[src/zx_video_cfg.svh]
// Timing and address constants for the ZX81 video pipeline
// Clock enable periods, line counts, sync and blank positions

`ifndef ZX_VIDEO_CFG_SVH
`define ZX_VIDEO_CFG_SVH

// ========================================
// Clock enable periods in clk_sys cycles
// ========================================
`define ZX_CE_CPU_DIV   16
`define ZX_CE_PIX_DIV   8
`define ZX_CE_SYNC_DIV  16

// Bus-side line counter
`define ZX_SYNC_LAST    206
`define ZX_HSYNC_ON     15
`define ZX_HSYNC_OFF    31

// ========================================
// Output line timing in pixel enables
// ========================================
`define ZX_DOT_LAST     413
`define ZX_HS_OUT_ON    0
`define ZX_HS_OUT_OFF   32
`define ZX_HBLANK_ON    400
`define ZX_HBLANK_OFF   72

// Vertical sync history depth
`define ZX_VREG_LEN     5

// CHROMA81 control port
`define ZX_PORT_CHROMA  16'h7FEF

`endif

[src/zx_bus_pkg.sv]
// Z80 bus types shared by the video stages

package zx_bus_pkg;

	// Full 16-bit address bus
	typedef logic [15:0] zx_addr_t;

	// Data bus byte, also used for character codes and attributes
	typedef logic [7:0] zx_byte_t;

endpackage

[src/zx_video_pkg.sv]
// Pixel, colour and character generator types

package zx_video_pkg;

	// One pixel colour in CHROMA81 order, intensity on top
	typedef struct packed {
		logic i;
		logic g;
		logic r;
		logic b;
	} rgbi_t;

	// CHROMA81 control register at port 7FEF
	typedef struct packed {
		logic [1:0] spare;
		logic       color_en;
		logic       attr_file;
		rgbi_t      border;
	} chroma_ctrl_t;

	// Character row within an 8-line cell
	typedef logic [2:0] row_t;

	// Character ROM address
	typedef logic [12:0] char_addr_t;

	// One output colour channel
	typedef logic [7:0] vga_chan_t;

endpackage

[src/zx_clock_enables.sv]
// Clock enable generator for CPU, pixel and sync timing

`timescale 1ns/1ps
`include "zx_video_cfg.svh"

module zx_clock_enables (
	input  logic clk_sys,
	input  logic reset,
	output logic ce_cpu,
	output logic ce_pix,
	output logic ce_sync
);

	// Decode masks, all periods divide the 32-count
	localparam logic [4:0] CPU_MASK  = 5'(`ZX_CE_CPU_DIV - 1);
	localparam logic [4:0] PIX_MASK  = 5'(`ZX_CE_PIX_DIV - 1);
	localparam logic [4:0] SYNC_MASK = 5'(`ZX_CE_SYNC_DIV - 1);

	logic [4:0] div_count;

	// Enables are registered so they come out glitch free
	always_ff @(posedge clk_sys) begin
		if (reset) begin
			div_count <= '0;
			ce_cpu    <= 1'b0;
			ce_pix    <= 1'b0;
			ce_sync   <= 1'b0;
		end else begin
			div_count <= div_count + 5'd1;
			ce_cpu    <= (div_count & CPU_MASK) == 5'd0;
			ce_pix    <= (div_count & PIX_MASK) == 5'd0;
			ce_sync   <= (div_count & SYNC_MASK) == 5'd0;
		end
	end

endmodule

[src/zx_sync_generator.sv]
// ZX81 bus-side line sync counter, NMI latch and raw vertical sync

`timescale 1ns/1ps
`include "zx_video_cfg.svh"

module zx_sync_generator
	import zx_bus_pkg::*;
(
	input  logic     clk_sys,
	input  logic     reset,
	input  logic     ce_sync,
	input  zx_addr_t addr,
	input  logic     m1,
	input  logic     iorq,
	input  logic     rd,
	input  logic     wr,
	output logic     line_sync,
	output logic     nmi_latch,
	output logic     nmi,
	output logic     vsync_raw
);

	localparam logic [7:0] SYNC_LAST = 8'(`ZX_SYNC_LAST);
	localparam logic [7:0] HSYNC_ON  = 8'(`ZX_HSYNC_ON);
	localparam logic [7:0] HSYNC_OFF = 8'(`ZX_HSYNC_OFF);

	logic [7:0] sync_count;
	logic       int_ack;
	logic       port_wr;
	logic       nmi_port_wr;
	logic       kbd_rd;

	assign int_ack     = m1 & iorq;
	assign port_wr     = iorq & wr;
	assign nmi_port_wr = port_wr & (addr[0] ^ addr[1]);
	// Keyboard port is any even I/O read
	assign kbd_rd      = iorq & rd & ~addr[0];

	// ========================================
	// Line counter
	// ========================================
	always_ff @(posedge clk_sys) begin
		if (reset || int_ack) begin
			sync_count <= '0;
			line_sync  <= 1'b0;
		end else if (ce_sync) begin
			if (sync_count == SYNC_LAST) begin
				sync_count <= '0;
			end else begin
				sync_count <= sync_count + 8'd1;
			end
			if (sync_count == HSYNC_ON) begin
				line_sync <= 1'b1;
			end else if (sync_count == HSYNC_OFF) begin
				line_sync <= 1'b0;
			end
		end
	end

	// FE turns the NMI on, FD turns it off
	always_ff @(posedge clk_sys) begin
		if (reset) begin
			nmi_latch <= 1'b0;
		end else if (nmi_port_wr) begin
			nmi_latch <= addr[1];
		end
	end

	assign nmi = nmi_latch & line_sync;

	// Raw vsync only moves in fast mode
	always_ff @(posedge clk_sys) begin
		if (reset) begin
			vsync_raw <= 1'b0;
		end else if (!nmi_latch) begin
			if (kbd_rd) begin
				vsync_raw <= 1'b1;
			end else if (port_wr) begin
				vsync_raw <= 1'b0;
			end
		end
	end

endmodule

[src/zx_char_shifter.sv]
// Character code latch, NOP generator test, row counter
// and the 8-dot shift register with its paper mask

`timescale 1ns/1ps

module zx_char_shifter
	import zx_bus_pkg::*;
	import zx_video_pkg::*;
(
	input  logic       clk_sys,
	input  logic       reset,
	input  logic       ce_cpu,
	input  logic       ce_pix,
	input  zx_addr_t   addr,
	input  zx_byte_t   mem_data,
	input  zx_byte_t   attr_data,
	input  logic       m1,
	input  logic       mreq,
	input  logic       rfsh,
	input  logic       halt,
	input  logic       line_sync,
	input  logic       vsync_raw,
	input  logic       nmi_latch,
	input  logic       hblank,
	output logic       dot,
	output logic       border,
	output logic       inverse,
	output zx_byte_t   attr,
	output char_addr_t char_addr
);

	zx_byte_t   data_latch;
	logic [7:0] shift_reg;
	logic [7:0] paper_reg;
	row_t       row_count;
	logic       nop_store;
	logic       shifter_en;
	logic       start_d;
	logic       line_sync_d;
	logic       hblank_d;
	logic       nopgen;
	logic       latch_en;
	logic       shifter_start;
	logic       load;

	// Upper-half fetch with bit 6 clear is forced to a NOP
	assign nopgen        = addr[15] & ~mem_data[6] & ~halt;
	assign latch_en      = ~rfsh & ce_cpu & mreq;
	assign shifter_start = ~mreq & nop_store & ce_cpu & shifter_en & ~nmi_latch;
	assign load          = ce_pix & shifter_start & ~start_d;

	// Code and attribute bytes
	always_ff @(posedge clk_sys) begin
		if (ce_pix && latch_en) begin
			data_latch <= mem_data;
		end
		if (load) begin
			attr <= attr_data;
		end
	end

	// ========================================
	// Shifter, row count and enable
	// ========================================
	always_ff @(posedge clk_sys) begin
		if (reset) begin
			nop_store   <= 1'b0;
			start_d     <= 1'b0;
			shift_reg   <= '0;
			paper_reg   <= '0;
			inverse     <= 1'b0;
			row_count   <= '0;
			line_sync_d <= 1'b0;
			hblank_d    <= 1'b0;
			shifter_en  <= 1'b1;
		end else if (ce_pix) begin
			if (latch_en) begin
				nop_store <= nopgen;
			end
			start_d <= shifter_start;
			if (~mreq & ce_cpu) begin
				inverse <= 1'b0;
			end

			if (load) begin
				shift_reg <= (m1 & nopgen) ? 8'h00 : mem_data;
				paper_reg <= 8'hFF;
				inverse   <= data_latch[7];
			end else begin
				shift_reg <= {shift_reg[6:0], 1'b0};
				paper_reg <= {paper_reg[6:0], 1'b0};
			end

			// Row advances per bus line, vsync restarts the cell
			line_sync_d <= line_sync;
			if (vsync_raw) begin
				row_count <= '0;
			end else if (line_sync && !line_sync_d) begin
				row_count <= row_count + 3'd1;
			end

			// Suppress garbage loads during blanking
			hblank_d <= hblank;
			if (hblank && !hblank_d) begin
				shifter_en <= 1'b0;
			end else if (!hblank && hblank_d) begin
				shifter_en <= 1'b1;
			end
		end
	end

	assign dot    = shift_reg[7];
	assign border = ~paper_reg[7];

	// ROM sees the character pattern address during refresh
	assign char_addr = rfsh ? {addr[12:9], data_latch[5:0], row_count} : addr[12:0];

endmodule

[src/zx_color_mapper.sv]
// CHROMA81 control register and dot to RGB conversion

`timescale 1ns/1ps
`include "zx_video_cfg.svh"

module zx_color_mapper
	import zx_bus_pkg::*;
	import zx_video_pkg::*;
(
	input  logic      clk_sys,
	input  logic      reset,
	input  zx_addr_t  addr,
	input  zx_byte_t  cpu_data,
	input  logic      iorq,
	input  logic      wr,
	input  logic      dot,
	input  logic      border,
	input  logic      inverse,
	input  zx_byte_t  attr,
	input  logic      invert_video,
	input  logic      black_border,
	output vga_chan_t red,
	output vga_chan_t green,
	output vga_chan_t blue
);

	localparam zx_addr_t PORT_CHROMA = `ZX_PORT_CHROMA;

	chroma_ctrl_t chroma;
	rgbi_t        pix;
	logic         chroma_wr;
	logic         video_bit;

	// Colour bit on top, bright copies below
	function automatic vga_chan_t expand_chan(input logic c, input logic i);
		return {c, {3{c & i}}, c, {3{c & i}}};
	endfunction

	assign chroma_wr = iorq & wr & (addr == PORT_CHROMA);

	always_ff @(posedge clk_sys) begin
		if (reset) begin
			chroma <= '0;
		end else if (chroma_wr) begin
			chroma <= chroma_ctrl_t'(cpu_data);
		end
	end

	// Normal video shows a set dot as black
	assign video_bit = dot ^ inverse ^ ~invert_video;

	always_comb begin
		if (black_border && border) begin
			pix = '0;
		end else if (!chroma.color_en) begin
			pix = rgbi_t'({4{video_bit}});
		end else if (border) begin
			pix = chroma.border;
		end else if (video_bit) begin
			pix = rgbi_t'(attr[7:4]);
		end else begin
			pix = rgbi_t'(attr[3:0]);
		end
	end

	assign red   = expand_chan(pix.r, pix.i);
	assign green = expand_chan(pix.g, pix.i);
	assign blue  = expand_chan(pix.b, pix.i);

endmodule

[src/zx_display_timing.sv]
// Output line timing with fixed blanking and filtered vertical sync

`timescale 1ns/1ps
`include "zx_video_cfg.svh"

module zx_display_timing (
	input  logic clk_sys,
	input  logic reset,
	input  logic ce_pix,
	input  logic line_sync,
	input  logic vsync_raw,
	output logic hsync_out,
	output logic vsync_out,
	output logic hblank,
	output logic vblank
);

	localparam logic [8:0] DOT_LAST    = 9'(`ZX_DOT_LAST);
	localparam logic [8:0] HS_ON       = 9'(`ZX_HS_OUT_ON);
	localparam logic [8:0] HS_OFF      = 9'(`ZX_HS_OUT_OFF);
	localparam logic [8:0] HBLANK_ON   = 9'(`ZX_HBLANK_ON);
	localparam logic [8:0] HBLANK_OFF  = 9'(`ZX_HBLANK_OFF);

	logic [8:0]              dot_count;
	logic [`ZX_VREG_LEN-1:0] vreg;
	logic                    line_sync_d;

	always_ff @(posedge clk_sys) begin
		if (reset) begin
			dot_count   <= '0;
			hsync_out   <= 1'b0;
			hblank      <= 1'b0;
			vblank      <= 1'b0;
			vsync_out   <= 1'b0;
			vreg        <= '0;
			line_sync_d <= 1'b0;
		end else if (ce_pix) begin
			// ========================================
			// Free-running 414-dot line
			// ========================================
			if (dot_count == DOT_LAST) begin
				dot_count <= '0;
			end else begin
				dot_count <= dot_count + 9'd1;
			end

			if (dot_count == HS_ON) begin
				hsync_out <= 1'b1;
			end else if (dot_count == HS_OFF) begin
				hsync_out <= 1'b0;
			end

			if (dot_count == HBLANK_ON) begin
				hblank <= 1'b1;
			end else if (dot_count == HBLANK_OFF) begin
				hblank <= 1'b0;
			end

			// Vertical history sampled once per bus line
			line_sync_d <= line_sync;
			if (line_sync && !line_sync_d) begin
				vreg      <= {vreg[`ZX_VREG_LEN-2:0], vsync_raw};
				vblank    <= |{vreg, vsync_raw};
				vsync_out <= vreg[2];
				// Lock the line phase at frame start
				if (vreg[3] && vreg[2]) begin
					dot_count <= '0;
				end
			end
		end
	end

endmodule

[src/zx_video_top.sv]
// ZX81 video pipeline top level
// Clock enables, bus sync, character shifter, colour and output timing

`timescale 1ns/1ps

module zx_video_top
	import zx_bus_pkg::*;
	import zx_video_pkg::*;
(
	input  logic       clk_sys,
	input  logic       reset,
	// Z80 bus as seen by the video logic
	input  zx_addr_t   addr,
	input  zx_byte_t   mem_data,
	input  zx_byte_t   attr_data,
	input  zx_byte_t   cpu_data,
	input  logic       m1,
	input  logic       mreq,
	input  logic       iorq,
	input  logic       rd,
	input  logic       wr,
	input  logic       rfsh,
	input  logic       halt,
	// Display options
	input  logic       invert_video,
	input  logic       black_border,
	output logic       pixel_ce,
	output logic       cpu_ce,
	output vga_chan_t  red,
	output vga_chan_t  green,
	output vga_chan_t  blue,
	output logic       hsync_out,
	output logic       vsync_out,
	output logic       hblank,
	output logic       vblank,
	output logic       nmi,
	output char_addr_t char_addr
);

	logic     ce_cpu;
	logic     ce_pix;
	logic     ce_sync;
	logic     line_sync;
	logic     nmi_latch;
	logic     vsync_raw;
	logic     dot;
	logic     border;
	logic     inverse;
	zx_byte_t attr;

	assign pixel_ce = ce_pix;
	assign cpu_ce   = ce_cpu;

	zx_clock_enables zx_clock_enables_inst (
		.clk_sys (clk_sys),
		.reset   (reset),
		.ce_cpu  (ce_cpu),
		.ce_pix  (ce_pix),
		.ce_sync (ce_sync)
	);

	zx_sync_generator zx_sync_generator_inst (
		.clk_sys   (clk_sys),
		.reset     (reset),
		.ce_sync   (ce_sync),
		.addr      (addr),
		.m1        (m1),
		.iorq      (iorq),
		.rd        (rd),
		.wr        (wr),
		.line_sync (line_sync),
		.nmi_latch (nmi_latch),
		.nmi       (nmi),
		.vsync_raw (vsync_raw)
	);

	zx_char_shifter zx_char_shifter_inst (
		.clk_sys   (clk_sys),
		.reset     (reset),
		.ce_cpu    (ce_cpu),
		.ce_pix    (ce_pix),
		.addr      (addr),
		.mem_data  (mem_data),
		.attr_data (attr_data),
		.m1        (m1),
		.mreq      (mreq),
		.rfsh      (rfsh),
		.halt      (halt),
		.line_sync (line_sync),
		.vsync_raw (vsync_raw),
		.nmi_latch (nmi_latch),
		.hblank    (hblank),
		.dot       (dot),
		.border    (border),
		.inverse   (inverse),
		.attr      (attr),
		.char_addr (char_addr)
	);

	zx_color_mapper zx_color_mapper_inst (
		.clk_sys      (clk_sys),
		.reset        (reset),
		.addr         (addr),
		.cpu_data     (cpu_data),
		.iorq         (iorq),
		.wr           (wr),
		.dot          (dot),
		.border       (border),
		.inverse      (inverse),
		.attr         (attr),
		.invert_video (invert_video),
		.black_border (black_border),
		.red          (red),
		.green        (green),
		.blue         (blue)
	);

	zx_display_timing zx_display_timing_inst (
		.clk_sys   (clk_sys),
		.reset     (reset),
		.ce_pix    (ce_pix),
		.line_sync (line_sync),
		.vsync_raw (vsync_raw),
		.hsync_out (hsync_out),
		.vsync_out (vsync_out),
		.hblank    (hblank),
		.vblank    (vblank)
	);

endmodule

[config.mk]
export PLATFORM = sky130hd
export DESIGN_NAME = zx_video_top
export DESIGN_NICKNAME = d
export VERILOG_FILES = /design/src/zx_bus_pkg.sv /design/src/zx_video_pkg.sv /design/src/zx_clock_enables.sv /design/src/zx_sync_generator.sv /design/src/zx_char_shifter.sv /design/src/zx_color_mapper.sv /design/src/zx_display_timing.sv /design/src/zx_video_top.sv
export VERILOG_INCLUDE_DIRS = /design/src
export SDC_FILE = /design/constraint.sdc
export NUM_CORES = 1
export LEC_CHECK = 0
export BUFFER_PORTS_ARGS = -buffer_cell sky130_fd_sc_hd__buf_2
export CORE_ASPECT_RATIO = 0.5
export CORE_MARGIN = 2
export CORE_UTILIZATION = 35
export DETAILED_ROUTE_END_ITERATION = 10
export GPL_TIMING_DRIVEN = 0
export SLEW_MARGIN = 25
export SYNTH_ARGS = -nofsm -noshare
export SYNTH_HDL_FRONTEND = slang
export SYNTH_SLANG_ARGS = --single-unit
[constraint.sdc]
create_clock -name clk_sys -period 2.2 [get_ports clk_sys]
set_input_delay 0.44 -clock clk_sys [delete_from_list [all_inputs] [get_ports clk_sys]]
set_output_delay 0.44 -clock clk_sys [all_outputs]
set_load 0.02 [all_outputs]
# == After elaboration in Yosys (flattened, before gate mapping) ==
# Index checks and enable logic that the tools add are counted.
# W data, S select, Z words.
# classes
addsub,4
eq_ne,8
mux,26
bitwise,34
reduce_logical,30
# op_table
operator,n
$mux W9,4
$mux W8,4
$and A1 B1 Y1,22
$eq A9 B9 Y1 const B,2
$reduce_and A2 Y1,9
$eq A16 B15 Y1 const B,1
$mux W4,4
$reduce_bool A2 Y1,7
$mux W1,12
$logic_not A5 Y1,2
$add A9 B1 Y9 const B,1
$eq A9 B6 Y1 const B,1
$eq A9 B7 Y1 const B,1
$logic_not A9 Y1,1
$not A1 Y1,9
$add A8 B1 Y8 const B,1
$eq A8 B4 Y1 const B,1
$eq A8 B5 Y1 const B,1
$eq A8 B8 Y1 const B,1
$logic_and A1 B1 Y1,6
$mux W3,2
$reduce_or A6 Y1,1
$add A5 B1 Y5 const B,1
$add A3 B1 Y3 const B,1
other kinds (3),7
# word_totals
ff_bits,82
input_bits,51
out_inout_bits,44
elab_cells,131

# == Logic depth before layout (Yosys ltp) ==
# Gate-level depths: netlist of run 1.
# logic_depth
depth_word,9
mapped_depth,7
ltp_nobuf,6

# == Cells and area by module ==
# Synthesis of run 1 repeated with hierarchy kept, for this count alone.
# hier_totals
hier_cells,392
hier_area_um2,3922.5
# modules_own_cells
module,instances,cells_per_inst,area_each_um2,seq_area_each_um2
zx_char_shifter,1,144,1697.9,950.9
zx_display_timing,1,94,867.1,360.3
zx_sync_generator,1,63,581.8,220.2
zx_color_mapper,1,70,539.3,100.1
zx_clock_enables,1,21,236.5,120.1

# == Least setup slack after synthesis of run 1 ==
# OpenSTA, ideal clock, no wires.
# synth_path
kind,register -> output
from,register zx_char_shifter_inst.inverse
to,output port blue[1]
t_arrival_ns,2.477
required_time_ns,1.760
setup_slack_ns,-0.717
stages_incl_launch_ff,6
n_path_buf,1
path_cell_list,dfxtp_1 xnor3_2 mux2i_1 a311oi_1 nor2b_1 buf_4
# synth_between
elab_chain_len,7
# synth_rtl
item,line,rtl
"start, declared",zx_char_shifter.sv:27,"output logic inverse,"
"start signal, assigned",zx_char_shifter.sv:88,inverse <= data_latch[7];
$xor A1 B1 Y1 (*) (2 in a row),zx_color_mapper.sv:50,assign video_bit = dot ^ inverse ^ ~invert_video;
$mux W4,zx_color_mapper.sv:59,end else if (video_bit) begin
$mux W4,zx_color_mapper.sv:57,end else if (border) begin
$mux W4 (*),zx_color_mapper.sv:55,end else if (!chroma.color_en) begin
$mux W4 (*),zx_color_mapper.sv:53,if (black_border && border) begin
named net blue[3],zx_video_top.sv:31,"output vga_chan_t blue,"
$and A1 B1 Y1 (*),zx_color_mapper.sv:36,"return {c, {3{c & i}}, c, {3{c & i}}};"
"end, declared",zx_video_top.sv:31,
# Mark *: on every way through the listed nets, which the timed path passes. The rest lies on a longest branch.

# == Final worst setup path of run 1 ==
# layout_path
from,register zx_char_shifter_inst.inverse
to,output port red[4]
# layout_between
elab_chain_len,7
# layout_rtl
item,line,rtl
$xor A1 B1 Y1 (*) (2 in a row),zx_color_mapper.sv:50,
$mux W4,zx_color_mapper.sv:59,
$mux W4,zx_color_mapper.sv:57,
$mux W4 (*),zx_color_mapper.sv:55,
$mux W4 (*),zx_color_mapper.sv:53,
$and A1 B1 Y1 (*),zx_color_mapper.sv:36,
"end, declared",zx_video_top.sv:29,"output vga_chan_t red,"
# Mark *: on every way between the ends. The rest lies on a longest branch, timed or not.

==> impl_metrics.py, run 1 <==
metrics = {
    "run_status": {
        "status": "complete, but fails checks",
        "failed_checks": "setup timing",
    },
    "sta": {
        "slew_viol_final": 0,
        "setup_slack_ns": -0.340,
        "tightest_slew_ns": 0.621,
        "finClkSkew_ns": 0.00548,
        "finalCritPeriodShare": 1.15,
        "fin_hold_ws_ns": 0.283,
        "period_minus_slack_ns": 2.54,
        "slew_headroom": 0.586,
        "rsz0062_at_grt": "true",
        "fmaxAchievable_mhz": 394,
        "hold_viol": 0,
        "setup_violations": 24,
        "timing.setup.tns_ns": -6.67,
    },
    "setup_path": {
        "crit_required_ns": 1.76,
        "worst_path_max_delay_cell": "xnor3_2",
        "critPathMaxFanout": 6,
        "critPathCaptureType": "output port",
        "slowest_delay_ns": 0.44,
        "cp.buffers_inverters": 2,
        "critPathArrivalTime_ns": 2.10,
        "ff2ff_setup_slack_ns": 0.27,
        "crit_type": "reg2out",
        "crit_path_frequent_cell": "buf_4",
        "worstSetupStartpointType": "register",
        "cp_cell_sequence": "xnor3_2 -> mux2i_2 -> a311oi_2 -> nor2b_4 -> buf_4 -> buf_4",
        "path_delay_family": "XOR/XNOR gates",
    },
    "synthesis": {
        "ys_seq_area_frac": 0.473,
        "netlist_area_mm2": 0.00366,
        "synth_area_per_cell_um2": 9.67,
        "ys_ff_latch": 79,
        "syn_nets": 440,
        "yosys_warnings": 0,
        "synthArstFlopShare": 0,
        "netlist-cell-type-count": 49,
        "synth-edff-count": 15,
        "syn-instance-count": 379,
        "synth-main-ff-cell": "dfxtp_1",
    },
    "grt": {
        "overflow": 0,
        "grt_max_degree": 18,
        "track_usage": 0.153,
        "grt_pass1_vias": 2805,
        "grt_pass1_wl_mm": 13.6,
        "antenna_found_initial": 0,
    },
    "clock_network": {
        "numCtsBuffers": 9,
        "cts_buffer_depth": 2,
        "cts_tree": "built",
        "htreeDepth": 3,
        "clock-root-buffer": "clkbuf_16",
        "cts.clk_slew.worst_paths_ns": 0.06,
        "cts.sink_count": 79,
        "insertion_delay_ns": 0.33,
        "cts-hold-fix-buffers": 0,
    },
    "pwr": {
        "vdd_drop_max_uv": 512,
        "p_switching_mw": 0.898,
        "totalPowerFinal_mw": 3.69,
        "power.internal_mw": 2.79,
        "pwr-share-seq": 0.423,
        "p_per_area_mw_per_mm2": 769,
        "clkPwrFrac": 0.417,
        "pwr-share-comb": 0.160,
        "leakagePower_nw": 1.96,
        "netSwitchingFraction": 0.243,
    },
    "detailed_routing": {
        "avgRoutedWirePerCell_um": 13.4,
        "route.detailed.drc": 0,
        "routed-via-count": 2980,
        "wl_mm": 8.40,
        "drt_iter0_markers": 96,
        "final_antenna_net_count": 0,
        "first_pass_iters": 4,
        "vias_per_cell": 4.74,
    },
    "worst_hold_path": {
        "hold_path_class": "in2reg",
    },
    "placed_design": {
        "pre_cts_slack_ns": -0.449,
        "hpwlAfterDp_mm": 6.11,
        "placed_area_mm2": 0.00433,
        "placedCellCount": 609,
        "numPortBuffers": 90,
        "place_congestion": 0.771,
    },
    "layout": {
        "largest_register_ffs": 9,
        "fin_util": 0.471,
        "drive_above_1_share": 0.325,
        "final_cell_mix": "buf_2 (69), nor2_1 (63), dfxtp_1 (62)",
        "nets": 545,
        "top_register": "zx_display_timing_inst.dot_count",
        "fillers": 972,
        "stdcell_count": 629,
        "mostFrequentLayoutCell": "buf_2",
        "antenna_cells": 0,
        "syn_to_final_growth_pct": 31.0,
        "design_area_mm2": 0.00480,
    },
    "job": {
        "drv_cap": 0,
    },
    "floorplan": {
        "pin_count": 95,
        "dieArea_mm2": 0.0114,
        "initial_core_util": 0.360,
        "core_area_mm2": 0.0102,
        "rows": 26,
        "die_w_um": 149,
        "die_height_um": 76.3,
    },
}
[cells in the mapped netlist, types with 5 or more instances]
cell type | instances | area, µm²
o21ai_0 | 6 | 30.0
clkbuf_1 | 6 | 22.5
mux2i_1 | 15 | 150
ha_1 | 10 | 125
a211oi_1 | 9 | 67.6
a21oi_1 | 13 | 65.1
a311oi_1 | 11 | 96.3
inv_1 | 9 | 33.8
and3_1 | 5 | 31.3
mux2_2 | 9 | 101
nand4_1 | 8 | 50.1
nand3_1 | 16 | 80.1
nor2_1 | 63 | 236
xor2_1 | 13 | 114
edfxtp_1 | 15 | 450
nor2b_1 | 8 | 50.1
nand2_1 | 26 | 97.6
dfxtp_1 | 64 | 1280
buf_1 | 5 | 18.8
buf_4 | 24 | 180
[power by group through the flow]
stage | registers [mW] | logic, mW | clock network, mW
6_report | 1.56 | 0.591 | 1.54
4_1_cts | 1.56 | 0.585 | 1.58
2_1_floorplan | 1.59 | 0.353 | 0
3_5_place_dp | 1.59 | 0.520 | 0
3_3_place_gp | 1.59 | 0.515 | 0
5_1_grt | 1.57 | 0.640 | 1.65
[path summary, 6_finish.rpt]
path,start,endpoint,depth (start not counted)
worst max-delay path,zx_char_shifter_inst.inverse$_SDFFE_PP0P_,red[4],6
worst min-delay path,attr_data[4],zx_char_shifter_inst.attr[4]$_DFFE_PP_,1
worst max register to register,zx_clock_enables_inst.ce_pix$_SDFF_PP0_,zx_char_shifter_inst.shift_reg[6]$_SDFFE_PP0P_,6
worst min register to register,zx_clock_enables_inst.div_count[3]$_SDFF_PP0_,zx_clock_enables_inst.ce_cpu$_SDFF_PP0_,1
[area by class of cell]
type / count / area [µm²] / share of cell area
clock buffers: 11 / 233 / 0.0485
clock inverters: 5 / 72.6 / 0.0151
flip-flops and latches: 79 / 1730 / 0.361
inverters: 10 / 42.5 / 0.00887
well taps: 140 / 175 / 0.0365
plain buffers: 36 / 246 / 0.0514
multi-input cells: 253 / 1720 / 0.357
repair buffers: 95 / 579 / 0.121
[kinds of logic after synthesis]
| logic type | count (synthesis) | synth area share |
|---|---|---|
| xor+xnor | 18 | 0.0471 |
| compound gates | 51 | 0.105 |
| fa+ha+maj | 10 | 0.0342 |
| flops | 79 | 0.473 |
| mux | 24 | 0.0686 |
| simple gates | 150 | 0.198 |
| buf+inv | 47 | 0.0748 |
[metal layers]
layer  wire length (µm)  up-vias  GRT usage  part of all wire
met1               3920     1379      0.189              0.47
met5                  0        -          0                 0
met3                449        8     0.0479             0.053
li1                   -     1530          -                 -
met2               3920       63      0.256              0.47
met4                110        0     0.0514             0.013
[worst register-to-register path, stage by stage, from the launching register on]
cell and delay, ns:
dfxtp_1 0.54, nand3b_2 0.22, or3_1 0.38, buf_4 0.18
clkinv_4 0.14, mux2i_1 0.24, a211oi_2 0.09
[repair_timing]
action	4_1_cts	5_1_grt
pin swaps	4	4
setup endpoints to repair	24	24
resized for setup	37	4
setup buffers	4	2
(Power assumes the default switching activity.)
==> inputs of run 2 (changes only) <==
--- a/config.mk
+++ b/config.mk
@@ -10,6 +10,7 @@
 export CORE_ASPECT_RATIO = 0.5
 export CORE_MARGIN = 2
 export CORE_UTILIZATION = 35
+export CTS_CLUSTER_SIZE = 14
 export DETAILED_ROUTE_END_ITERATION = 10
 export GPL_TIMING_DRIVEN = 0
 export SLEW_MARGIN = 25
==> constraint.sdc (replaced) <==
create_clock -name clk_sys -period 2.8 [get_ports clk_sys]
set_input_delay 0.56 -clock clk_sys [delete_from_list [all_inputs] [get_ports clk_sys]]
set_output_delay 0.56 -clock clk_sys [all_outputs]
set_load 0.02 [all_outputs]
==> run 2 against run 1 <==
- the run now ends clean
- largest cell class unchanged
- largest power group is now clock
- routed wire length is 5.0% lower
- sequential share of layout area is 0.35 points higher
- non-clock buffer count is 3 lower
- sequential power is 22% lower
- worst hold slack better by 0.13 ns
- global-route usage is 0.92 points lower
- design area is 1.0% lower
- count of clock-buffer cells in the layout is 1 higher
- clock power is 16% lower
==> impl_metrics.py, run 2 (same netlist as run 1, synthesis figures left out) <==
metrics = {
    "setup_path": {
        "critPathArrivalTime_ns": 2.17,
        "cp.buffers_inverters": 3,
        "critPathCaptureType": "output port",
        "slowest_delay_ns": 0.51,
        "critPathMaxFanout": 6,
        "worst_path_max_delay_cell": "xnor3_2",
        "cp_cell_sequence": "buf_6 -> xnor3_2 -> mux2i_1 -> a311oi_2 -> nor2b_4 -> buf_4 -> buf_4",
        "rr_worst_depth": 6,
        "reg2reg_to": "zx_char_shifter_inst.shift_reg[6]$_SDFFE_PP0P_",
        "cp-endpoint": "green[6]",
        "crit_type": "in2out",
        "crit_path_frequent_cell": "buf_4",
        "worstSetupStartpointType": "input port",
        "path_delay_family": "XOR/XNOR gates",
        "crit_required_ns": 2.24,
        "timing.rr.start": "zx_clock_enables_inst.ce_pix$_SDFF_PP0_",
        "ff2ff_setup_slack_ns": 0.90,
        "path_depth": 7,
        "setup.worst_path.start": "invert_video",
    },
    "detailed_routing": {
        "drt_iter0_markers": 124,
        "route.detailed.drc": 0,
        "routed-via-count": 2945,
        "avgRoutedWirePerCell_um": 12.7,
        "first_pass_iters": 4,
        "wl_mm": 7.98,
        "vias_per_cell": 4.70,
        "final_antenna_net_count": 0,
    },
    "grt": {
        "grt_pass1_wl_mm": 13.1,
        "grt_max_degree": 18,
        "track_usage": 0.144,
        "overflow": 0,
        "antenna_found_initial": 0,
        "grt_pass1_vias": 2680,
    },
    "layout": {
        "stdcell_count": 626,
        "final_cell_mix": "buf_2 (76), nor2_1 (63), dfxtp_1 (63)",
        "antenna_cells": 0,
        "mostFrequentLayoutCell": "buf_2",
        "top_register": "zx_display_timing_inst.dot_count",
        "largest_register_ffs": 9,
        "syn_to_final_growth_pct": 29.6,
        "design_area_mm2": 0.00475,
        "drive_above_1_share": 0.323,
        "fin_util": 0.466,
        "nets": 542,
    },
    "sta": {
        "slew_viol_final": 0,
        "setup_slack_ns": 0.0682,
        "tightest_slew_ns": 0.669,
        "finalCritPeriodShare": 0.976,
        "timing.setup.tns_ns": 0,
        "setup_violations": 0,
        "slew_headroom": 0.554,
        "finClkSkew_ns": 0.00622,
        "rsz0062_at_grt": "true",
        "fmaxAchievable_mhz": 366,
        "period_minus_slack_ns": 2.73,
        "hold_viol": 0,
    },
    "clock_network": {
        "cts.clk_slew.worst_paths_ns": 0.05,
        "cts_buffer_depth": 2,
        "cts_tree": "built",
        "insertion_delay_ns": 0.32,
        "htreeDepth": 3,
        "cts.sink_count": 79,
        "numCtsBuffers": 9,
        "clock-root-buffer": "clkbuf_16",
    },
    "floorplan": {
        "die_w_um": 149,
        "die_height_um": 76.3,
        "dieArea_mm2": 0.0114,
        "rows": 26,
        "pin_count": 95,
        "initial_core_util": 0.360,
        "core_area_mm2": 0.0102,
    },
    "placed_design": {
        "hpwlAfterDp_mm": 6.05,
        "place_congestion": 0.822,
        "placed_area_mm2": 0.00431,
        "placedCellCount": 609,
        "numPortBuffers": 90,
        "pre_cts_slack_ns": 0.0555,
    },
    "worst_hold_path": {
        "hold_path_class": "in2reg",
    },
    "pwr": {
        "leakagePower_nw": 1.94,
        "vdd_drop_max_uv": 322,
        "p_per_area_mw_per_mm2": 621,
    },
    "job": {
        "drv_cap": 0,
    },
    "run_status": {
        "status": "completed",
    },
}
-- run 2: cell count changes in the layout (fill, tap and decap cells not counted), moves of 2 or more --
cell,previous run,this run
clkinv_1,2,0
clkbuf_1,7,9
buf_2,69,76
buf_6,14,3
-- run 2: what timing repair did --
item	CTS	global route
pin swaps	1	4
hold buffers	0	0
resized for setup	7	23
setup endpoints to repair	18	15
buffers inserted	0	1
-- run 2: worst min-delay path by stage --
| stage | from | to | slack, ns | depth (start not counted) |
|---|---|---|---|---|
| 3_5_place_dp | zx_clock_enables_inst.div_count[3]$_SDFF_PP0_ | zx_clock_enables_inst.ce_cpu$_SDFF_PP0_ | 0.43 | 1 |
| 3_3_place_gp | zx_clock_enables_inst.div_count[3]$_SDFF_PP0_ | zx_clock_enables_inst.ce_cpu$_SDFF_PP0_ | 0.43 | 1 |
| 4_1_cts | attr_data[5] | zx_char_shifter_inst.attr[5]$_DFFE_PP_ | 0.40 | 1 |
| 5_1_grt | attr_data[1] | zx_char_shifter_inst.attr[1]$_DFFE_PP_ | 0.40 | 1 |
| 6_report | attr_data[5] | zx_char_shifter_inst.attr[5]$_DFFE_PP_ | 0.41 | 1 |
| 2_1_floorplan | zx_clock_enables_inst.div_count[3]$_SDFF_PP0_ | zx_clock_enables_inst.ce_cpu$_SDFF_PP0_ | 0.41 | 1 |
-- run 2: cell type report --
| type | count | area [µm²] |
|---|---|---|
| multi-input combinational | 253 | 1730 |
| buffer | 37 | 235 |
| timing repair buffer | 91 | 505 |
| sequential | 79 | 1730 |
| inverter | 10 | 42.5 |
| fill | 976 | 5430 |
| clock inverter | 4 | 95.1 |
| tap | 140 | 175 |
| clock buffer | 12 | 236 |
-- run 2: routing by layer --
| metal | global-route usage | part of all wire | vias up |
|---|---|---|---|
| met4 | 0.0371 | 0.0060 | 0 |
| met5 | 0 | 0 | - |
| li1 | - | - | 1521 |
| met3 | 0.0443 | 0.050 | 4 |
| met2 | 0.218 | 0.44 | 57 |
| met1 | 0.201 | 0.50 | 1363 |
-- run 2: power by group --
group	internal, mW	switching [mW]	total (mW)
Combinational	0.200	0.231	0.431
Sequential	1.19	0.0303	1.22
Clock	0.870	0.423	1.29
Total	2.26	0.684	2.95
-- run 2: stage by stage --
stage / hold slack, ns / total power [mW]
floorplan: 0.412 / 1.51
global placement: 0.433 / 1.64
detailed placement: 0.432 / 1.65
CTS: 0.401 / 2.96
global route: 0.396 / 3.08
finish: 0.414 / 2.95
==> inputs of run 3 (changes only) <==
--- a/config.mk
+++ b/config.mk
@@ -13,6 +13,7 @@
 export CTS_CLUSTER_SIZE = 14
 export DETAILED_ROUTE_END_ITERATION = 10
 export GPL_TIMING_DRIVEN = 0
+export RECOVER_POWER = 100
 export SLEW_MARGIN = 25
 export SYNTH_ARGS = -nofsm -noshare
 export SYNTH_HDL_FRONTEND = slang
==> run 3 against run 2 <==
- routed wire length grew 0.24%
- combinational power fell by 2%
- critical endpoint unchanged
- critical path type unchanged
- largest cell class unchanged
- sequential share of layout area is 0.51 points higher
- global-route usage unchanged
- first-iteration DRC count rose by 1.6%
- sequential power barely moved
- core utilization decreased by 0.64 points
- count of clock-buffer cells in the layout unchanged
- die area stayed put
==> impl_metrics.py, run 3 (same netlist as run 1, synthesis figures left out) <==
metrics = {
    "run_status": {
        "status": "completed",
    },
    "layout": {
        "top_register": "zx_display_timing_inst.dot_count",
        "stdcell_count": 626,
        "multi_input_area_mm2": 0.00170,
        "fin_util": 0.460,
        "final_cell_mix": "nor2_1 (63), dfxtp_1 (63), buf_2 (47)",
        "drive_above_1_share": 0.257,
        "nets": 542,
        "syn_to_final_growth_pct": 27.8,
        "antenna_cells": 0,
        "largest_register_ffs": 9,
        "fillers": 988,
        "seq_area_mm2": 0.00173,
    },
    "pwr": {
        "clkPwrFrac": 0.439,
        "vdd_drop_max_uv": 322,
        "pwr-share-seq": 0.416,
        "p_per_area_mw_per_mm2": 628,
        "power.internal_mw": 2.26,
        "leakagePower_nw": 1.84,
        "p_switching_mw": 0.683,
        "totalPowerFinal_mw": 2.94,
        "pwr-share-comb": 0.144,
        "netSwitchingFraction": 0.232,
    },
    "floorplan": {
        "dieArea_mm2": 0.0114,
        "die_height_um": 76.3,
        "core_area_mm2": 0.0102,
        "die_w_um": 149,
        "initial_core_util": 0.360,
        "pin_count": 95,
        "rows": 26,
    },
    "clock_network": {
        "cts-hold-fix-buffers": 0,
        "cts.clk_slew.worst_paths_ns": 0.05,
        "htreeDepth": 3,
        "cts.sink_count": 79,
        "cts_tree": "built",
        "numCtsBuffers": 9,
        "insertion_delay_ns": 0.32,
        "cts_buffer_depth": 2,
        "clock-root-buffer": "clkbuf_16",
    },
    "setup_path": {
        "critPathCaptureType": "output port",
        "crit_required_ns": 2.24,
        "critPathArrivalTime_ns": 2.17,
        "worstSetupStartpointType": "input port",
        "crit_type": "in2out",
        "critPathMaxFanout": 6,
    },
    "grt": {
        "antenna_found_initial": 0,
        "grt_pass1_wl_mm": 13.1,
        "grt_max_degree": 18,
        "grt_pass1_vias": 2680,
        "track_usage": 0.144,
        "overflow": 0,
    },
    "placed_design": {
        "place_congestion": 0.822,
        "pre_cts_slack_ns": 0.0555,
        "numPortBuffers": 90,
        "placedCellCount": 609,
        "hpwlAfterDp_mm": 6.05,
    },
    "detailed_routing": {
        "avgRoutedWirePerCell_um": 12.8,
        "drt_iter0_markers": 126,
        "first_pass_iters": 4,
        "routed-via-count": 2940,
        "wl_mm": 8.00,
        "vias_per_cell": 4.70,
        "route.detailed.drc": 0,
        "final_antenna_net_count": 0,
    },
    "sta": {
        "slew_headroom": 0.186,
        "fmaxAchievable_mhz": 366,
        "setup_violations": 0,
        "tightest_slew_ns": 1.22,
        "rsz0062_at_grt": "true",
        "period_minus_slack_ns": 2.73,
        "setup_slack_ns": 0.0689,
        "slew_viol_final": 0,
        "finalCritPeriodShare": 0.975,
        "fin_hold_ws_ns": 0.413,
        "hold_viol": 0,
        "finClkSkew_ns": 0.00589,
    },
    "worst_hold_path": {
        "hold_path_class": "in2reg",
    },
    "job": {
        "drv_cap": 0,
    },
}
[run 3: power groups by stage]
stage	Sequential [mW]	Combinational (mW)	Clock [mW]
final	1.22	0.424	1.29
after global routing	1.23	0.462	1.38
after CTS	1.23	0.410	1.32
after detailed placement	1.25	0.397	0
after global placement	1.25	0.395	0
after floorplan	1.25	0.268	0
[run 3: final cells by class]
cell class / count / area share
Clock inverter: 4 / 0.0203
Timing Repair Buffer: 91 / 0.101
Tap cell: 140 / 0.0374
Multi-Input combinational cell: 253 / 0.364
Sequential cell: 79 / 0.370
Inverter: 10 / 0.00828
Buffer: 37 / 0.0489
Clock buffer: 12 / 0.0505
[run 3: timing repair]
| item | CTS | global route |
|---|---|---|
| pin swaps | 1 | 4 |
| resized for setup | 7 | 23 |
| endpoints found under the setup margin | 18 | 15 |
| setup buffers | 0 | 1 |
[run 3: per-stage QoR]
| step | cell area (µm²) | TNS (ns) |
|---|---|---|
| CTS | 4670 | 0 |
| floorplan | 3680 | -1.42 |
| finish | 4680 | 0 |
| detailed placement | 4310 | 0 |
| global route | 4680 | -0.201 |
| global placement | 4310 | 0 |
[run 3: final timing paths]
check                                                         to  cells past startpoint  slack [ns]                                     startpoint
setup / recovery                                        green[6]                      7        0.07                                   invert_video
setup reg to reg  zx_char_shifter_inst.shift_reg[7]$_SDFFE_PP0P_                      4        0.39        zx_clock_enables_inst.ce_pix$_SDFF_PP0_
hold / removal            zx_char_shifter_inst.attr[5]$_DFFE_PP_                      1        0.41                                   attr_data[5]
hold reg to reg          zx_clock_enables_inst.ce_cpu$_SDFF_PP0_                      1        0.44  zx_clock_enables_inst.div_count[3]$_SDFF_PP0_
[run 3: critical path, cell delays in order]
cell      delay, ns
buf_6          0.07
xnor3_2        0.51
mux2i_1        0.17
a311oi_2       0.33
nor2b_4        0.27
buf_4          0.13
buf_4          0.13
[run 3: per-layer routing]
| layer | routed length (µm) | vias up | GRT usage |
|---|---|---|---|
| met2 | 3480 | 60 | 0.218 |
| met5 | 0 | - | 0 |
| met1 | 4050 | 1352 | 0.201 |
| li1 | - | 1524 | - |
| met4 | 52 | 0 | 0.0371 |
| met3 | 411 | 4 | 0.0443 |
